File: config.mk
export PLATFORM = sky130hd
export DESIGN_NAME = dma_top
export DESIGN_NICKNAME = d
export VERILOG_FILES = /design/src/design/dma_pkg.sv /design/src/design/byte_bank.sv /design/src/design/bank_swap.sv /design/src/design/descriptor_ctrl.sv /design/src/design/dma_top.sv
export SDC_FILE = /design/constraint.sdc
export NUM_CORES = 1
export LEC_CHECK = 0
export BUFFER_PORTS_ARGS = -buffer_cell sky130_fd_sc_hd__buf_2
export CORE_MARGIN = 2
export CORE_UTILIZATION = 48
export DETAILED_ROUTE_END_ITERATION = 8
export GPL_TIMING_DRIVEN = 1
export HOLD_SLACK_MARGIN = 0.03
export PLACE_DENSITY_LB_ADDON = 0.12
export SYNTH_ARGS = -nofsm -noshare
export SYNTH_HDL_FRONTEND = slang
export SYNTH_HIERARCHICAL = 1
export SYNTH_SLANG_ARGS = --single-unit
File: constraint.sdc
create_clock -name clk -period 3.7 [get_ports clk]
set_clock_uncertainty 0.05 [all_clocks]
set_input_delay 0.37 -clock clk [delete_from_list [all_inputs] [get_ports clk]]
set_output_delay 0.37 -clock clk [all_outputs]
set_load 0.01 [all_outputs]
File: src/design/dma_pkg.sv
// shared widths and types; lengths are in bytes, 1 to 65535, and nibble counts need one extra bit
`default_nettype none

package dma_pkg;

    // bus widths
    localparam int ADDR_W = 32;     // descriptor and memory address
    localparam int LEN_W  = 16;     // byte length
    localparam int CNT_W  = LEN_W + 1;  // unit counters, nibble count reaches 2x length
    localparam int BYTE_W = 8;      // cpu side word
    localparam int NIB_W  = 4;      // memory side word

    // bank geometry
    localparam int BANK_DEPTH = 8;  // entries per bank
    localparam int PTR_W      = 3;  // log2 of BANK_DEPTH

    // transfer direction, latched per descriptor
    localparam logic DIR_CPU_TO_MEM = 1'b1;  // cpu is source
    localparam logic DIR_MEM_TO_CPU = 1'b0;  // memory is source

    // low/high nibble pair, memory view of one entry
    typedef struct packed {
        logic [NIB_W-1:0] hi;  // second nibble on the wire
        logic [NIB_W-1:0] lo;  // first nibble on the wire
    } nib_pair_t;

    // one bank entry: a whole byte for the cpu, a nibble pair for memory
    typedef union packed {
        logic [BYTE_W-1:0] whole;
        nib_pair_t         nib;
    } buf_word_t;

endpackage

`default_nettype wire

File: src/design/byte_bank.sv
// fill only while not full and drain only while full; nibble fills must end on a high nibble
`default_nettype none
`timescale 1ns/100ps

module byte_bank
    import dma_pkg::*;
(
    input  logic      clk,
    input  logic      resetn,
    input  logic      fill_nibble,   // fill side takes nibbles on fill_data.nib.lo
    input  logic      fill_en,
    input  buf_word_t fill_data,
    input  logic      seal,          // close a partial bank
    input  logic      drain_nibble,  // drain side shows nibbles on drain_data.nib.lo
    input  logic      drain_en,
    output buf_word_t drain_data,
    output logic      full,
    output logic      empty
);

    buf_word_t        mem [BANK_DEPTH];
    logic [PTR_W-1:0] fill_ptr;
    logic [PTR_W-1:0] drain_ptr;
    logic             fill_phase;    // high nibble is next
    logic             drain_phase;   // high nibble is showing
    logic [PTR_W:0]   level;         // complete entries stored, 0..8
    logic             full_q;
    logic             fill_step;     // an entry completes this cycle
    logic             drain_step;    // an entry is used up this cycle
    logic             drain_done;    // last stored entry leaves
    buf_word_t        rd_word;

    assign fill_step  = fill_en & (~fill_nibble | fill_phase);
    assign drain_step = drain_en & full_q & (~drain_nibble | drain_phase);
    assign drain_done = drain_step
                        & ({1'b0, drain_ptr} + {{PTR_W{1'b0}}, 1'b1} == level);

    assign full  = full_q;
    assign empty = ~full_q & (level == '0) & ~fill_phase;

    // storage, no reset
    always_ff @(posedge clk)
    begin
        if (fill_en)
        begin
            if (!fill_nibble)
                mem[fill_ptr] <= fill_data;
            else if (!fill_phase)
                mem[fill_ptr].nib.lo <= fill_data.nib.lo;  // low nibble first
            else
                mem[fill_ptr].nib.hi <= fill_data.nib.lo;
        end
    end

    always_ff @(posedge clk)
    begin
        if (!resetn)
        begin
            fill_ptr    <= '0;
            drain_ptr   <= '0;
            fill_phase  <= 1'b0;
            drain_phase <= 1'b0;
            level       <= '0;
            full_q      <= 1'b0;
        end
        else
        begin
            if (fill_en && fill_nibble)
                fill_phase <= ~fill_phase;
            if (fill_step)
            begin
                fill_ptr <= fill_ptr + 1'b1;  // wraps to 0 at depth
                level    <= level + 1'b1;
            end
            if ((fill_step && level == BANK_DEPTH - 1) || seal)
                full_q <= 1'b1;               // eighth entry or partial seal

            if (drain_en && full_q && drain_nibble)
                drain_phase <= ~drain_phase;
            if (drain_step)
                drain_ptr <= drain_ptr + 1'b1;
            if (drain_done)
            begin
                full_q    <= 1'b0;            // back to empty, rewind
                fill_ptr  <= '0;
                drain_ptr <= '0;
                level     <= '0;
            end
        end
    end

    // read side, nibble mode puts the current half in the low slot
    always_comb
    begin
        rd_word = mem[drain_ptr];
        if (drain_nibble)
        begin
            drain_data.nib.hi = '0;
            drain_data.nib.lo = drain_phase ? rd_word.nib.hi : rd_word.nib.lo;
        end
        else
            drain_data = rd_word;
    end

endmodule

`default_nettype wire

File: src/design/bank_swap.sv
// only the two channels of the latched direction are used; the others stay idle with zero ready/valid
`default_nettype none
`timescale 1ns/100ps

module bank_swap
    import dma_pkg::*;
(
    input  logic              clk,
    input  logic              resetn,
    input  logic              dir,
    input  logic              src_open,
    input  logic              snk_open,
    input  logic              src_last,
    input  logic              cpu_wr_valid,
    input  logic [BYTE_W-1:0] cpu_wr_data,
    output logic              cpu_wr_ready,
    output logic              cpu_rd_valid,
    output logic [BYTE_W-1:0] cpu_rd_data,
    input  logic              cpu_rd_ready,
    output logic              mem_wr_valid,
    output logic [NIB_W-1:0]  mem_wr_data,
    input  logic              mem_wr_ready,
    input  logic              mem_rd_valid,
    input  logic [NIB_W-1:0]  mem_rd_data,
    output logic              mem_rd_ready,
    output logic              src_fire,
    output logic              snk_fire
);

    logic       fill_sel;     // 0 = bank_a takes source data
    logic       drain_sel;    // 0 = bank_a feeds the sink
    logic [1:0] bank_full;
    logic [1:0] bank_empty;
    logic [1:0] full_q;       // last cycle, for edge detect
    logic [1:0] empty_q;
    logic [1:0] fill_en;
    logic [1:0] drain_en;
    logic [1:0] seal;
    logic       cpu_src;
    logic       src_valid;
    logic       src_ready;
    logic       snk_valid;
    logic       snk_ready;
    buf_word_t  fill_word;
    buf_word_t  drain_word_a;
    buf_word_t  drain_word_b;
    buf_word_t  drain_word;

    assign cpu_src = (dir == DIR_CPU_TO_MEM);

    // source side, blocked while the fill bank is still full
    assign src_valid    = cpu_src ? cpu_wr_valid : mem_rd_valid;
    assign src_ready    = src_open & ~bank_full[fill_sel];
    assign src_fire     = src_valid & src_ready;
    assign cpu_wr_ready = cpu_src & src_ready;
    assign mem_rd_ready = ~cpu_src & src_ready;

    // sink side, data only from a sealed bank
    assign snk_valid    = snk_open & bank_full[drain_sel];
    assign snk_ready    = cpu_src ? mem_wr_ready : cpu_rd_ready;
    assign snk_fire     = snk_valid & snk_ready;
    assign mem_wr_valid = cpu_src & snk_valid;
    assign cpu_rd_valid = ~cpu_src & snk_valid;

    assign fill_en  = {src_fire & fill_sel, src_fire & ~fill_sel};
    assign seal     = {src_fire & src_last & fill_sel, src_fire & src_last & ~fill_sel};
    assign drain_en = {snk_fire & drain_sel, snk_fire & ~drain_sel};

    always_comb
    begin
        fill_word = '0;
        if (cpu_src)
            fill_word.whole = cpu_wr_data;
        else
            fill_word.nib.lo = mem_rd_data;   // nibble rides in the low slot
    end

    assign drain_word  = drain_sel ? drain_word_b : drain_word_a;
    assign cpu_rd_data = drain_word.whole;
    assign mem_wr_data = drain_word.nib.lo;

    // ping-pong: fill moves on when its bank fills, drain when its bank empties
    always_ff @(posedge clk)
    begin
        if (!resetn)
        begin
            fill_sel  <= 1'b0;
            drain_sel <= 1'b0;
            full_q    <= '0;
            empty_q   <= '1;   // banks start empty, no false edge
        end
        else
        begin
            full_q  <= bank_full;
            empty_q <= bank_empty;
            if (bank_full[fill_sel] && !full_q[fill_sel])
                fill_sel <= ~fill_sel;
            if (bank_empty[drain_sel] && !empty_q[drain_sel])
                drain_sel <= ~drain_sel;
        end
    end

    byte_bank bank_a (
        .clk          (clk),
        .resetn       (resetn),
        .fill_nibble  (~cpu_src),
        .fill_en      (fill_en[0]),
        .fill_data    (fill_word),
        .seal         (seal[0]),
        .drain_nibble (cpu_src),
        .drain_en     (drain_en[0]),
        .drain_data   (drain_word_a),
        .full         (bank_full[0]),
        .empty        (bank_empty[0])
    );

    byte_bank bank_b (
        .clk          (clk),
        .resetn       (resetn),
        .fill_nibble  (~cpu_src),
        .fill_en      (fill_en[1]),
        .fill_data    (fill_word),
        .seal         (seal[1]),
        .drain_nibble (cpu_src),
        .drain_en     (drain_en[1]),
        .drain_data   (drain_word_b),
        .full         (bank_full[1]),
        .empty        (bank_empty[1])
    );

endmodule

`default_nettype wire

File: src/design/descriptor_ctrl.sv
// one descriptor in flight; desc_len must be 1 or more; memory source should wait for the address
`default_nettype none
`timescale 1ns/100ps

module descriptor_ctrl
    import dma_pkg::*;
(
    input  logic              clk,
    input  logic              resetn,
    input  logic              desc_valid,
    input  logic              desc_dir,
    input  logic [ADDR_W-1:0] desc_addr,
    input  logic [LEN_W-1:0]  desc_len,
    output logic              desc_ready,
    output logic              addr_out_valid,
    output logic [ADDR_W-1:0] addr_out,
    output logic              addr_out_write,
    input  logic              addr_out_ready,
    input  logic              src_fire,
    input  logic              snk_fire,
    output logic              dir,
    output logic              src_open,
    output logic              snk_open,
    output logic              src_last
);

    logic [ADDR_W-1:0] addr_q;
    logic [LEN_W-1:0]  len_q;
    logic [CNT_W-1:0]  src_cnt;      // units taken from the source
    logic [CNT_W-1:0]  snk_cnt;      // units given to the sink
    logic [CNT_W-1:0]  src_target;
    logic [CNT_W-1:0]  snk_target;
    logic              desc_fire;
    logic              addr_fire;
    logic              snk_last;     // final sink unit this cycle

    assign desc_fire = desc_valid & desc_ready;
    assign addr_fire = addr_out_valid & addr_out_ready;

    // bytes on the cpu side, nibbles (2x) on the memory side
    assign src_target = (dir == DIR_CPU_TO_MEM) ? {1'b0, len_q} : {len_q, 1'b0};
    assign snk_target = (dir == DIR_CPU_TO_MEM) ? {len_q, 1'b0} : {1'b0, len_q};

    assign src_last = src_open & (src_cnt == src_target - 1'b1);
    assign snk_last = snk_fire & (snk_cnt == snk_target - 1'b1);

    assign addr_out       = addr_q;
    assign addr_out_write = (dir == DIR_CPU_TO_MEM);  // memory gets written

    // descriptor payload
    always_ff @(posedge clk)
    begin
        if (desc_fire)
        begin
            addr_q <= desc_addr;
            len_q  <= desc_len;
        end
    end

    always_ff @(posedge clk)
    begin
        if (!resetn)
        begin
            desc_ready     <= 1'b1;
            addr_out_valid <= 1'b0;
            dir            <= DIR_MEM_TO_CPU;
            src_open       <= 1'b0;
            snk_open       <= 1'b0;
            src_cnt        <= '0;
            snk_cnt        <= '0;
        end
        else
        begin
            if (desc_fire)
            begin
                desc_ready     <= 1'b0;
                addr_out_valid <= 1'b1;     // address goes out next cycle
                dir            <= desc_dir;
                src_open       <= 1'b1;
                snk_open       <= (desc_dir == DIR_MEM_TO_CPU);  // cpu sink opens at once
            end

            if (addr_fire)
            begin
                addr_out_valid <= 1'b0;
                if (dir == DIR_CPU_TO_MEM)
                    snk_open <= 1'b1;       // memory sink needs its address first
            end

            if (src_fire)
            begin
                src_cnt <= src_cnt + 1'b1;
                if (src_last)
                    src_open <= 1'b0;       // source done
            end

            if (snk_fire)
                snk_cnt <= snk_cnt + 1'b1;
            if (snk_last)
                snk_open <= 1'b0;

            // both sides at target, reopen for the next descriptor
            if (snk_last && src_cnt == src_target)
            begin
                desc_ready <= 1'b1;
                src_cnt    <= '0;
                snk_cnt    <= '0;
            end
        end
    end

endmodule

`default_nettype wire

File: src/design/dma_top.sv
// cpu port is 8 bits and memory port is 4 bits, low nibble first; all channels are valid/ready
`default_nettype none
`timescale 1ns/100ps

module dma_top
    import dma_pkg::*;
(
    input  logic              clk,
    input  logic              resetn,
    // descriptor from the cpu
    input  logic              desc_valid,
    input  logic              desc_dir,
    input  logic [ADDR_W-1:0] desc_addr,
    input  logic [LEN_W-1:0]  desc_len,
    output logic              desc_ready,
    // address to memory
    output logic              addr_out_valid,
    output logic [ADDR_W-1:0] addr_out,
    output logic              addr_out_write,
    input  logic              addr_out_ready,
    // cpu data
    input  logic              cpu_wr_valid,
    input  logic [BYTE_W-1:0] cpu_wr_data,
    output logic              cpu_wr_ready,
    output logic              cpu_rd_valid,
    output logic [BYTE_W-1:0] cpu_rd_data,
    input  logic              cpu_rd_ready,
    // memory data
    output logic              mem_wr_valid,
    output logic [NIB_W-1:0]  mem_wr_data,
    input  logic              mem_wr_ready,
    input  logic              mem_rd_valid,
    input  logic [NIB_W-1:0]  mem_rd_data,
    output logic              mem_rd_ready
);

    logic dir;        // latched direction
    logic src_open;
    logic snk_open;
    logic src_last;   // one source unit left
    logic src_fire;
    logic snk_fire;

    descriptor_ctrl u_ctrl (
        .clk            (clk),
        .resetn         (resetn),
        .desc_valid     (desc_valid),
        .desc_dir       (desc_dir),
        .desc_addr      (desc_addr),
        .desc_len       (desc_len),
        .desc_ready     (desc_ready),
        .addr_out_valid (addr_out_valid),
        .addr_out       (addr_out),
        .addr_out_write (addr_out_write),
        .addr_out_ready (addr_out_ready),
        .src_fire       (src_fire),
        .snk_fire       (snk_fire),
        .dir            (dir),
        .src_open       (src_open),
        .snk_open       (snk_open),
        .src_last       (src_last)
    );

    bank_swap u_swap (
        .clk          (clk),
        .resetn       (resetn),
        .dir          (dir),
        .src_open     (src_open),
        .snk_open     (snk_open),
        .src_last     (src_last),
        .cpu_wr_valid (cpu_wr_valid),
        .cpu_wr_data  (cpu_wr_data),
        .cpu_wr_ready (cpu_wr_ready),
        .cpu_rd_valid (cpu_rd_valid),
        .cpu_rd_data  (cpu_rd_data),
        .cpu_rd_ready (cpu_rd_ready),
        .mem_wr_valid (mem_wr_valid),
        .mem_wr_data  (mem_wr_data),
        .mem_wr_ready (mem_wr_ready),
        .mem_rd_valid (mem_rd_valid),
        .mem_rd_data  (mem_rd_data),
        .mem_rd_ready (mem_rd_ready),
        .src_fire     (src_fire),
        .snk_fire     (snk_fire)
    );

endmodule

`default_nettype wire

## Word level (Yosys, flattened, before mapping)

Memories as Yosys holds them, arrays and structs flattened. A register that Yosys moved wholly into a read port is not among the register bits.
Cells that the tools add are included.
W data, S select, Z words.

| storage, ports and cells | value |
|---|---|
| bits of input ports | 69 |
| memory bits (writable) | 128 |
| memories | 2 |
| logic and storage cells | 177 |
| bits in registers | 119 |
| output and inout bits | 51 |

Memories:

| memory | words | width | rd ports | clocked after Yosys merged registers in | write ports | line | source |
|---|---|---|---|---|---|---|---|
| u_swap.bank_a.mem | 8 | 8 | 1 | 1 | 1 | byte_bank.sv:21 | `buf_word_t mem [BANK_DEPTH];` |
| u_swap.bank_b.mem | 8 | 8 | 1 | 1 | 1 | byte_bank.sv:21 |  |

| operators by class | value |
|---|---|
| add/subtract/negate cells | 12 |
| $lt $le $gt $ge | 2 |
| multiplexer cells | 56 |
| reduce and logical (&&, ||, !) cells | 22 |
| bitwise logic cells | 51 |
| eq/ne operators | 7 |

Operator list:

| kind | count |
|---|---|
| $eq A17 B17 Y1 | 3 |
| $mux W1 | 39 |
| $add A17 B1 Y17 const B | 2 |
| $mux W17 | 2 |
| $sub A17 B1 Y17 const B | 2 |
| $mux W4 | 8 |
| $and A1 B1 Y1 | 31 |
| $mux W8 | 3 |
| $add A3 B1 Y3 const B | 4 |
| $mux W3 | 4 |
| $not A1 Y1 | 12 |
| $logic_and A1 B1 Y1 | 11 |
| $reduce_or A2 Y1 | 5 |
| $add A3 B1 Y4 const B | 2 |
| $add A4 B1 Y4 const B | 2 |
| $eq A4 B3 Y1 const B | 2 |
| $eq A4 B4 Y1 | 2 |
| $logic_not A4 Y1 | 2 |
| $or A1 B1 Y1 | 8 |
| $lt A1 B2 Y1 const B | 2 |
| $logic_not A1 Y1 | 2 |
| $logic_or A1 B1 Y1 | 2 |

## Depth between registers and ports, before layout

Gate-level depths: netlist of run 1.

| depth | value |
|---|---|
| word-level depth | 10 |
| mapped depth | 16 |
| gate-level depth less buffers | 13 |

## By module

Netlist of run 1, hierarchy kept.

Modules (own cells, without submodules):

| module | cells each | times used | area an instance (µm²) | seq. area each (µm²) |
|---|---|---|---|---|
| byte_bank | 211 | 2 | 3339.5 | 2242.2 |
| descriptor_ctrl | 533 | 1 | 5275.1 | 2222.1 |
| bank_swap | 57 | 1 | 571.8 | 120.1 |

## Least setup slack after synthesis of run 1

OpenSTA, ideal clock, no wires.

| path | value |
|---|---|
| kind | register to register |
| start | reg u_ctrl.dir (netlist: u_ctrl/addr_out_write) |
| end | reg u_swap.bank_b.full_q (netlist: u_swap/bank_b/full) |
| cell stages (with the launch flop) | 16 |
| buffers on the path | 2 |
| required time | 3580 ps |
| setup time | 70 ps |
| period minus slack after synthesis | 3954 ps |
| slack | -254 ps |
| arrival time | 3835 ps |
| cell sequence | dfxtp_1 buf_2 buf_2 mux2i_1 ha_1 or4b_2 or2_2 a2111oi_0 xnor2_1 nor4b_1 nand4_1 nor2_1 nand2_1 nor4b_2 nor2_1 a21oi_1 |

| between the ends | value |
|---|---|
| cells in the longest elaborated chain, start to end | 7 |
| elaborated cells on any way between the ends | 22 |
| those cells by class | 1 x add/sub; 1 x eq/ne; 3 x mux; 14 x bitwise; 3 x reduce/logical |

RTL lines:

| element | line | source |
|---|---|---|
| from (decl) | descriptor_ctrl.sv:21 | `output logic dir,` |
| from (signal assigned) | descriptor_ctrl.sv:78 | `dir <= desc_dir;` |
| $mux W17 | descriptor_ctrl.sv:41 | `assign src_target = (dir == DIR_CPU_TO_MEM) ? {1'b0, len_q} : {len_q, 1'b0};` |
| $sub A17 B1 Y17 | descriptor_ctrl.sv:44 | `assign src_last = src_open & (src_cnt == src_target - 1'b1);` |
| $eq A17 B17 Y1 | descriptor_ctrl.sv:44 |  |
| $and A1 B1 Y1 | descriptor_ctrl.sv:44 |  |
| named net src_last | dma_top.sv:40 | `logic src_last;` |
| $and A1 B1 Y1 (2 in a row) | bank_swap.sv:66 | `assign seal = {src_fire & src_last & fill_sel, src_fire & src_last & ~fill_sel};` |
| named net u_swap.seal[1] | bank_swap.sv:38 | `logic [1:0] seal;` |
| $logic_or A1 B1 Y1 | byte_bank.sv:75 | `if ((fill_step && level == BANK_DEPTH - 1) \|\| seal)` |
| to (signal assigned) | byte_bank.sv:64 | `full_q <= 1'b0;` |
| to (signal assigned) | byte_bank.sv:76 | `full_q <= 1'b1;` |
| to (signal assigned) | byte_bank.sv:84 | `full_q <= 1'b0;` |
| to (decl) | byte_bank.sv:27 | `logic full_q;` |

The timed path passes the listed nets, and every way through them passes these cells.
A chain may end at the register's enable or synchronous reset.

## Worst setup path after layout of run 1

| path | value |
|---|---|
| start | reg u_ctrl.len_q[0] |
| end | reg u_swap.bank_a.full_q (netlist: u_swap/bank_a/full) |

| between the ends | value |
|---|---|
| cells in the longest elaborated chain, start to end | 7 |

RTL lines:

| element | line | source |
|---|---|---|
| from (decl) | descriptor_ctrl.sv:28 | `logic [LEN_W-1:0] len_q;` |
| from (signal assigned) | descriptor_ctrl.sv:56 | `len_q <= desc_len;` |
| $mux W17 | descriptor_ctrl.sv:41 |  |
| $sub A17 B1 Y17 | descriptor_ctrl.sv:44 |  |
| $eq A17 B17 Y1 | descriptor_ctrl.sv:44 |  |
| $and A1 B1 Y1 | descriptor_ctrl.sv:44 |  |
| named net src_last | dma_top.sv:40 |  |
| $and A1 B1 Y1 (2 in a row) | bank_swap.sv:66 |  |
| named net u_swap.seal[0] | bank_swap.sv:38 |  |
| $logic_or A1 B1 Y1 | byte_bank.sv:75 |  |
| to (signal assigned) | byte_bank.sv:64 |  |
| to (signal assigned) | byte_bank.sv:76 |  |
| to (signal assigned) | byte_bank.sv:84 |  |
| to (decl) | byte_bank.sv:27 |  |

The timed path passes the listed nets, and every way through them passes these cells.

==> impl_metrics.env, run 1 <==
export IMPL_max_vdd_ir_drop_mv=0.3532
export IMPL_drv_cap=0
export IMPL_critPathLaunchType="register"
export IMPL_final_max_slew_viol_count=0
export IMPL_io_buffers=119
export IMPL_cts_max_level=1
export IMPL_worstPathArrival_ps=3910
export IMPL_netlist_top_cells_count="edfxtp_1, dfxtp_1, xnor2_1"
export IMPL_wirelength_microns=28430
export IMPL_layout_nets=1251
export IMPL_grt_max_degree=96
export IMPL_p_seq_share_pct=50.0
export IMPL_max_freq_ghz=0.2877
export IMPL_grt_first_pass_wirelength_microns=44670
export IMPL_p_comb_share_pct=7.4
export IMPL_synth_most_common_cell="edfxtp_1"
export IMPL_p_per_area_nw_per_um2=421.5
export IMPL_synth_top_area_share_pct=42.19
export IMPL_antenna_found_initial=0
export IMPL_tns_ps=0
export IMPL_synthToLayoutAreaGrowth_pct=17.96
export IMPL_synth_adder_area_share_pct=1.199
export IMPL_critPathMaxFanout=5
export IMPL_power_leakage_nw=5.072
export IMPL_cts_root_buf="clkbuf_16"
export IMPL_finalPower_mw=6.227
export IMPL_yosys_warnings=6
export IMPL_hold_violations=0
export IMPL_synth_enable_flop_cells=176
export IMPL_synthSimpleGateAreaFrac_pct=13.84
export IMPL_track_usage_pct=20.77
export IMPL_synth_xor_area_share_pct=8.581
export IMPL_ys_ff_latch=253
export IMPL_synth_top_area_cell="edfxtp_1"
export IMPL_holdWs_ps=69.86
export IMPL_path_clk_slew_ps=60
export IMPL_grt_overflow_total=0
export IMPL_reg2reg_depth=13
export IMPL_netSwitchingFraction_pct=22.26
export IMPL_synth_compound_area_share_pct=7.182
export IMPL_die_w_microns=165.5
export IMPL_p_int_mw=4.841
export IMPL_cts_sinks=253
export IMPL_detail_route_wl_per_cell_microns=18.63
export IMPL_drt_first_pass_iters=5
export IMPL_drive_above_1_share_pct=23.85
export IMPL_hold_path_class="primary input to register"
export IMPL_dieArea_sq_um=27400
export IMPL_via_per_inst=5.485
export IMPL_rsz0062_at_grt="false"
export IMPL_die_h_microns=165.5
export IMPL_netlist_instances=1012
export IMPL_clockPowerShare_pct=42.6
export IMPL_synth_area_sq_um=12530
export IMPL_finalWorstPathRequiredPeriod_ps=3476
export IMPL_gp_congestion=0.8787
export IMPL_antenna_cells=0
export IMPL_clk_latency_ps=560
export IMPL_synth_async_sr_flop_share_pct=0
export IMPL_postSynthAreaPerCell_sq_um=12.38
export IMPL_drc=0
export IMPL_worst_pin_slew_ps=1133
export IMPL_status="finished, final reports clean"
export IMPL_crit_type="register to register"
export IMPL_cts_tree="built"
export IMPL_finalSetupViolCount=0
export IMPL_worst_endpoint_required_ps=4130
export IMPL_antenna_left=0
export IMPL_critPathCaptureType="register"
export IMPL_p_switching_mw=1.386
export IMPL_rrSetupSlack_ps=220
export IMPL_synth_top_family_by_area="simple AND/OR/NAND/NOR gates"
export IMPL_fin_util_pct=57.19
export IMPL_grt_pass1_vias=8344
export IMPL_synthMuxAreaShare_pct=10.84
export IMPL_synth_nets=1093
export IMPL_vias=8370
export IMPL_row_count=59
export IMPL_num_io_pins=120
export IMPL_synth_cell_type_count=74
export IMPL_clock_path_buffers=3
export IMPL_hold_depth=3
export IMPL_relSlewSlack_pct=24.37
export IMPL_start_util_pct=48.48
export IMPL_fin_crit_sh_pct=93.96
export IMPL_numCtsBuffers=27
export IMPL_drtIter0Drc=642
export IMPL_coreArea_sq_um=25840
export IMPL_synthTopCellsByArea="edfxtp_1, dfxtp_1, mux4_2"
export IMPL_yosysSeqAreaShare_pct=54.50
export IMPL_dp_hpwl_microns=19800
export IMPL_synth_main_ff_cell="edfxtp_1"
[per-layer routing]
layer  GRT usage (%)  vias up  wire [microns]
met2           35.61      223           13650
met3           3.422       42            1437
met1           28.12     4038           12820
met4           3.879        0             518
met5               0        -               0
li1                -     4067               -
[power groups by stage]
stage / combinational, mW / sequential, mW / clock (mW)
floorplan: 0.276 / 3.16 / 0
CTS: 0.460 / 3.11 / 2.72
detailed placement: 0.419 / 3.17 / 0
global route: 0.505 / 3.12 / 2.82
finish: 0.462 / 3.11 / 2.65
global placement: 0.418 / 3.17 / 0
[layout by cell type (no fill, tap or decap), types with 27 or more instances in the layout]
cell type      netlist  final
buf_2               13    119
buf_4               11     34
clkbuf_16            0     27
dfxtp_1             77     76
dlygate4sd3_1        0     48
edfxtp_1           176    176
mux2i_1             36     36
mux4_2              32     32
nand2_1             64     64
nand3_1             36     36
nor2_1              71     70
xnor2_1             77     77
xor2_1              42     42
[what timing repair did]
action | 4_1_cts | 5_1_grt
endpoints found under the setup margin | 0 | 21
hold buffers | 48 | 0
resized for setup | 0 | 3
hold endpoints to repair | 48 | 0
buffers inserted | 0 | 1
[final timing paths]
path / startpoint / end
max: u_ctrl/len_q[0] / u_swap/bank_a/full
min: addr_out_ready / u_ctrl/addr_out_valid
min reg2reg: u_swap/empty_q[1] / u_swap/drain_sel
max reg2reg: u_ctrl/len_q[0] / u_swap/bank_a/full
[cell type report]
type,count,area (sq um)
fillers,2184,11060
flip-flops and latches,253,6830
multi-input cells,671,5233
repair buffers,203,1371
clock buffers,41,758.2
well taps,335,419.2
clock inverters,9,111.4
inverters,14,52.55
[logic make-up after synthesis]
family,after synthesis
compound gates,125
flops,253
fa+ha+maj,12
buf+inv,88
xor+xnor,121
simple gates,321
mux,92
[per-stage QoR]
step | std cells | setup WS [ps] | area [sq um]
global route | 1526 | 15.17 | 14780
detailed placement | 1427 | 146.9 | 13410
finish | 1526 | 223.6 | 14780
floorplan | 1012 | 17.70 | 12540
CTS | 1525 | 129.4 | 14760
global placement | 1427 | 280.8 | 13410
[critical path: stages (launching register included)]
cell and delay, ps:
edfxtp_1 440, mux2i_1 210, ha_1 200, or4b_2 630
or2_2 360, a2111oi_2 340, xnor2_1 150, nor4b_2 200
nand4_1 190, nor2_2 170, nand2b_1 80, nor4b_2 200
nor2_1 60, a21oi_1 130
[state kept, by name, summed over array words and instances, names as in the netlist, 2 cells and up, named ones only]
| signal | cells |
|---|---|
| u_ctrl/addr_out | 32 |
| u_ctrl/len_q | 16 |
| u_ctrl/snk_cnt | 17 |
| u_ctrl/src_cnt | 17 |
| u_swap/bank_a/drain_ptr | 3 |
| u_swap/bank_a/fill_ptr | 3 |
| u_swap/bank_a/level | 4 |
| u_swap/bank_a/mem | 64 |
| u_swap/bank_b/drain_ptr | 3 |
| u_swap/bank_b/fill_ptr | 3 |
| u_swap/bank_b/level | 4 |
| u_swap/bank_b/mem | 64 |
| u_swap/empty_q | 2 |
| u_swap/full_q | 2 |
Power figures use the tool's default switching activity.
==> run 2: changes to the inputs <==
==> constraint.sdc (replaced) <==
create_clock -name clk -period 3.7 [get_ports clk]
set_clock_uncertainty 0.05 [all_clocks]
set_input_delay 0.74 -clock clk [delete_from_list [all_inputs] [get_ports clk]]
set_output_delay 0.74 -clock clk [all_outputs]
set_load 0.01 [all_outputs]
==> run 2 against run 1 <==
Net effect:
- worst setup slack worse by 76 ps
- wire length is 0.58% higher
- combinational power down 8.7%
- final area shrank 2.4%
- flip-flop and latch count unchanged
- register-to-register slack got worse by 80 ps
- clock power increased by 8.3%
- power is 2.9% higher
- non-clock buffer count decreased by 44
- sequential power is essentially flat
- die area unchanged
- largest power group unchanged
==> impl_metrics.env, run 2 (same netlist as run 1, synthesis figures left out) <==
export IMPL_critPathLaunchType="register"
export IMPL_grt_first_pass_wirelength_microns=45040
export IMPL_grt_overflow_total=0
export IMPL_drc=0
export IMPL_track_usage_pct=21.04
export IMPL_antenna_left=0
export IMPL_row_count=59
export IMPL_final_common_cell="edfxtp_1"
export IMPL_cts_tree="built"
export IMPL_reg2reg_depth=13
export IMPL_vias=8357
export IMPL_power_leakage_nw=4.941
export IMPL_wirelength_microns=28590
export IMPL_hold_depth=1
export IMPL_die_h_microns=165.5
export IMPL_synthToLayoutAreaGrowth_pct=15.15
export IMPL_critPathMaxFanout=10
export IMPL_hold_violations=0
export IMPL_antenna_cells=0
export IMPL_status="finished, final reports clean"
export IMPL_drtIter0Drc=564
export IMPL_cts_root_buf="clkbuf_16"
export IMPL_path_clk_slew_ps=70
export IMPL_dp_hpwl_microns=20490
export IMPL_clk_latency_ps=530
export IMPL_rsz0062_at_grt="true"
export IMPL_most_common_layout_cells="edfxtp_1, buf_2, xnor2_1, dfxtp_1, nor2_1"
export IMPL_dieArea_sq_um=27400
export IMPL_crit_top_cell="nor4b_2"
export IMPL_drt_first_pass_iters=5
export IMPL_worstPathArrival_ps=3970
export IMPL_crit_path_max_incr_delay_ps=640
export IMPL_grt_pass1_vias=8292
export IMPL_fin_util_pct=55.83
export IMPL_regArea_sq_um=6832
export IMPL_clock_path_buffers=3
export IMPL_numCtsBuffers=27
export IMPL_max_vdd_ir_drop_mv=0.4063
export IMPL_io_buffers=119
export IMPL_final_max_slew_viol_count=0
export IMPL_relSlewSlack_pct=22.35
export IMPL_crit_type="register to register"
export IMPL_die_w_microns=165.5
export IMPL_fin_crit_sh_pct=96.01
export IMPL_critPathCaptureType="register"
export IMPL_cts_sinks=253
export IMPL_crit_path_top_delay_cell="or4b_2"
export IMPL_start_util_pct=48.48
export IMPL_max_freq_ghz=0.2815
export IMPL_p_per_area_nw_per_um2=444.2
export IMPL_ctsHoldBuffers=0
export IMPL_finalWorstPathRequiredPeriod_ps=3552
export IMPL_grt_max_degree=56
export IMPL_via_per_inst=5.639
export IMPL_holdWs_ps=325.4
export IMPL_final_fill_count=2184
export IMPL_post_cts_buffers=0
export IMPL_antenna_found_initial=0
export IMPL_drive_above_1_share_pct=25.98
export IMPL_crit_chain="mux2i_2 > ha_1 > or4b_2 > or2_2 > a2111o_1 > xnor2_1 > nor4b_2 > nand4_1 > nor2_2 > nand2_1 > nor4b_2 > nor2_1 > a21oi_1"
export IMPL_num_io_pins=120
export IMPL_layout_nets=1207
export IMPL_drv_cap=0
export IMPL_worst_pin_slew_ps=1163
export IMPL_finalSetupViolCount=0
export IMPL_multi_input_area_sq_um=5250
export IMPL_cts_max_level=1
export IMPL_finalPower_mw=6.407
export IMPL_gp_congestion=0.8781
export IMPL_worst_endpoint_required_ps=4110
export IMPL_detail_route_wl_per_cell_microns=19.29
export IMPL_coreArea_sq_um=25840
export IMPL_hold_path_class="primary input to register"
-- run 2: final timing paths --
kind	start	end	slack, ps
min reg2reg	u_swap/empty_q[1]	u_swap/drain_sel	460
min	desc_addr[5]	u_ctrl/addr_out[5]	330
max	u_ctrl/addr_out_write	u_swap/bank_b/full	150
max reg2reg	u_ctrl/addr_out_write	u_swap/bank_b/full	150
-- run 2: critical path, delay by kind of cell (launching register included) --
kind / cells / cell delay (ps)
XOR/XNOR: 1 / 140
flip-flops: 1 / 420
AO/OA/AOI/OAI: 2 / 430
adder cells (fa/ha/maj): 1 / 210
AND/OR/NAND/NOR: 8 / 1970
multiplexers: 1 / 260
-- run 2: power by group --
group	switching, mW	internal (mW)
sequential	0.0411	3.07
clock	1.11	1.76
combinational	0.245	0.177
total	1.39	5.01
-- run 2: final cells by class --
class / count / share of cell area [%]
Sequential cell: 253 / 47.36
Multi-Input combinational cell: 671 / 36.40
Timing Repair Buffer: 159 / 6.263
Clock buffer: 34 / 5.370
Tap cell: 335 / 2.906
Clock inverter: 16 / 1.336
Inverter: 14 / 0.3643
-- run 2: metrics by stage --
step                setup slack, ps  cells  area, sq um  setup TNS, ps
CTS                           78.63   1482        14390              0
global route                 -15.46   1482        14420         -15.46
global placement              281.1   1432        13420              0
finish                        147.5   1482        14420              0
floorplan                     17.70   1012        12540              0
detailed placement            137.7   1432        13420              0
-- run 2: metal layers --
layer,vias up,wire [microns],track usage (%),part of all wire [%]
li1,3989,-,-,-
met3,40,1724,3.871,6.0
met2,249,13900,35.97,49
met5,-,0,0,0
met4,0,458,4.271,1.6
met1,4079,12510,28.13,44
-- run 2: what timing repair did --
| action | 4_1_cts | 5_1_grt |
|---|---|---|
| resized for setup | 0 | 9 |
| endpoints found under the setup margin | 0 | 36 |
| endpoints found under the hold margin | 0 | 0 |
==> run 3: changes to the inputs <==
==> constraint.sdc (replaced) <==
create_clock -name clk -period 3.67 [get_ports clk]
set_clock_uncertainty 0.05 [all_clocks]
set_input_delay 0.734 -clock clk [delete_from_list [all_inputs] [get_ports clk]]
set_output_delay 0.734 -clock clk [all_outputs]
set_load 0.01 [all_outputs]
==> run 3 against run 2 <==
Net effect:
- wire length is 2.7% lower
- combinational power about the same
- critical path depth down 7
- flip-flop and latch count unchanged
- non-clock buffer count shrank 5
- clock-buffer cell count is 6 higher
- sequential power about the same
- worst hold slack lost 3.5 ps
- cell count down 0.34%
- first-iteration DRC count grew 6.9%
- clock power fell by 7%
- global-route usage fell by 0.55 points
- critical path type is now register to primary output
==> impl_metrics.env, run 3 (same netlist as run 1, synthesis figures left out) <==
export IMPL_relSlewSlack_pct=50.72
export IMPL_antenna_cells=0
export IMPL_p_comb_share_pct=6.8
export IMPL_drtIter0Drc=603
export IMPL_cts_root_buf="clkbuf_16"
export IMPL_numCtsBuffers=27
export IMPL_clock_path_buffers=3
export IMPL_clockPowerShare_pct=42.9
export IMPL_critPathLaunchType="register"
export IMPL_r2r_end="u_ctrl/src_cnt[2]"
export IMPL_rsz0062_at_grt="false"
export IMPL_regToRegStartpoint="u_ctrl/addr_out_write"
export IMPL_hold_depth=1
export IMPL_io_buffers=119
export IMPL_finalPower_mw=6.234
export IMPL_reg2reg_depth=11
export IMPL_track_usage_pct=20.49
export IMPL_cts_max_level=1
export IMPL_final_fill_count=2184
export IMPL_drive_above_1_share_pct=24.96
export IMPL_wirelength_microns=27830
export IMPL_layout_nets=1202
export IMPL_endpoint="mem_wr_data[3]"
export IMPL_antenna_left=0
export IMPL_tns_ps=0
export IMPL_p_seq_share_pct=50.3
export IMPL_ctsHoldBuffers=0
export IMPL_grt_max_degree=96
export IMPL_drt_first_pass_iters=5
export IMPL_dieArea_sq_um=27400
export IMPL_cts_sinks=253
export IMPL_die_h_microns=165.5
export IMPL_critPathCaptureType="primary output"
export IMPL_clk_latency_ps=530
export IMPL_max_freq_ghz=0.2921
export IMPL_die_w_microns=165.5
export IMPL_max_vdd_ir_drop_mv=0.3584
export IMPL_most_common_layout_cells="edfxtp_1, buf_2, xnor2_1, dfxtp_1, nor2_1"
export IMPL_row_count=59
export IMPL_detail_route_wl_per_cell_microns=18.84
export IMPL_status="finished, final reports clean"
export IMPL_critPathMaxFanout=6
export IMPL_grt_pass1_vias=8009
export IMPL_final_max_slew_viol_count=0
export IMPL_regArea_sq_um=6832
export IMPL_drc=0
export IMPL_gp_congestion=0.8750
export IMPL_worstPathArrival_ps=2640
export IMPL_grt_overflow_total=0
export IMPL_p_int_mw=4.874
export IMPL_place_ws_ps=152.3
export IMPL_hp_start="desc_len[9]"
export IMPL_placed_cells=1426
export IMPL_setup_ws_ps=246.4
export IMPL_synthToLayoutAreaGrowth_pct=14.10
export IMPL_num_io_pins=120
export IMPL_fin_crit_sh_pct=93.29
export IMPL_path_clk_slew_ps=60
export IMPL_finalSetupViolCount=0
export IMPL_p_switching_mw=1.360
export IMPL_finalWorstPathRequiredPeriod_ps=3424
export IMPL_via_per_inst=5.524
export IMPL_rrSetupSlack_ps=270
export IMPL_hold_path_class="primary input to register"
export IMPL_antenna_found_initial=0
export IMPL_final_common_cell="edfxtp_1"
export IMPL_final_cells=1477
export IMPL_grt_first_pass_wirelength_microns=44050
export IMPL_netSwitchingFraction_pct=21.81
export IMPL_cts_tree="built"
export IMPL_start_util_pct=48.48
export IMPL_drv_cap=0
export IMPL_worst_endpoint_required_ps=2890
export IMPL_hold_violations=0
export IMPL_crit_type="register to primary output"
export IMPL_vias=8159
export IMPL_dp_hpwl_microns=19860
export IMPL_coreArea_sq_um=25840
export IMPL_multi_input_area_sq_um=5239
export IMPL_power_leakage_nw=4.875
export IMPL_p_per_area_nw_per_um2=436.2
export IMPL_worst_pin_slew_ps=732.5
==> run 3: cell types whose count changed in the layout (fill, tap and decap cells not counted), sizes merged <==
cell	delta
bufinv	-1
buf	-5
clkinvlp	-3
clkbuf	+6
inv	+1
clkinv	-3
==> run 3: critical path: stages (launching register included) <==
cell and delay, ps:
dfxtp_1 510, buf_4 240, mux4_2 500, mux2i_1 280
o21ai_0 140, mux2_2 290, buf_2 140
==> run 3: per-stage QoR <==
stage	hold WS, ps	instance area, sq um	util, %
floorplan	432.7	12540	-
global placement	439.0	13400	51.88
detailed placement	450.1	13400	51.88
CTS	296.2	14270	55.23
global route	300.2	14290	55.32
finish	321.9	14290	55.32
==> run 3: power by group through the flow <==
stage                     logic [mW]  registers [mW]  clock network [mW]
after global placement         0.421            3.19                   0
after detailed placement       0.423            3.19                   0
after CTS                      0.425            3.13                2.75
after floorplan                0.279            3.19                   0
final                          0.423            3.13                2.68
after global routing           0.468            3.14                2.86
==> run 3: per-layer routing <==
metal,part of all wire (%),GRT usage (%),vias up
met5,0,0,-
met4,1.4,3.958,0
met3,5.1,2.872,26
met2,49,35.06,202
met1,44,28.05,3961
li1,-,-,3970
==> run 3: how the worst min path moves through the flow <==
stage / endpoint / slack [ps]
final: u_ctrl/len_q[9] / 320
after global routing: u_ctrl/len_q[9] / 300
after CTS: u_ctrl/len_q[9] / 300
after detailed placement: u_swap/drain_sel / 450
after global placement: u_swap/fill_sel / 440
after floorplan: u_swap/bank_a/level[1] / 430
==> run 3: cell type report <==
type | count | area share, %
tap | 335 | 2.933
sequential | 253 | 47.80
inverter | 14 | 0.3677
clock inverter | 10 | 0.9279
timing repair buffer | 154 | 6.180
clock buffer | 40 | 5.139
multi-input combinational | 671 | 36.65
==> run 3: timing repair <==
action,CTS,global route
setup endpoints to repair,0,31
gates resized for setup,0,5
setup buffers,0,1
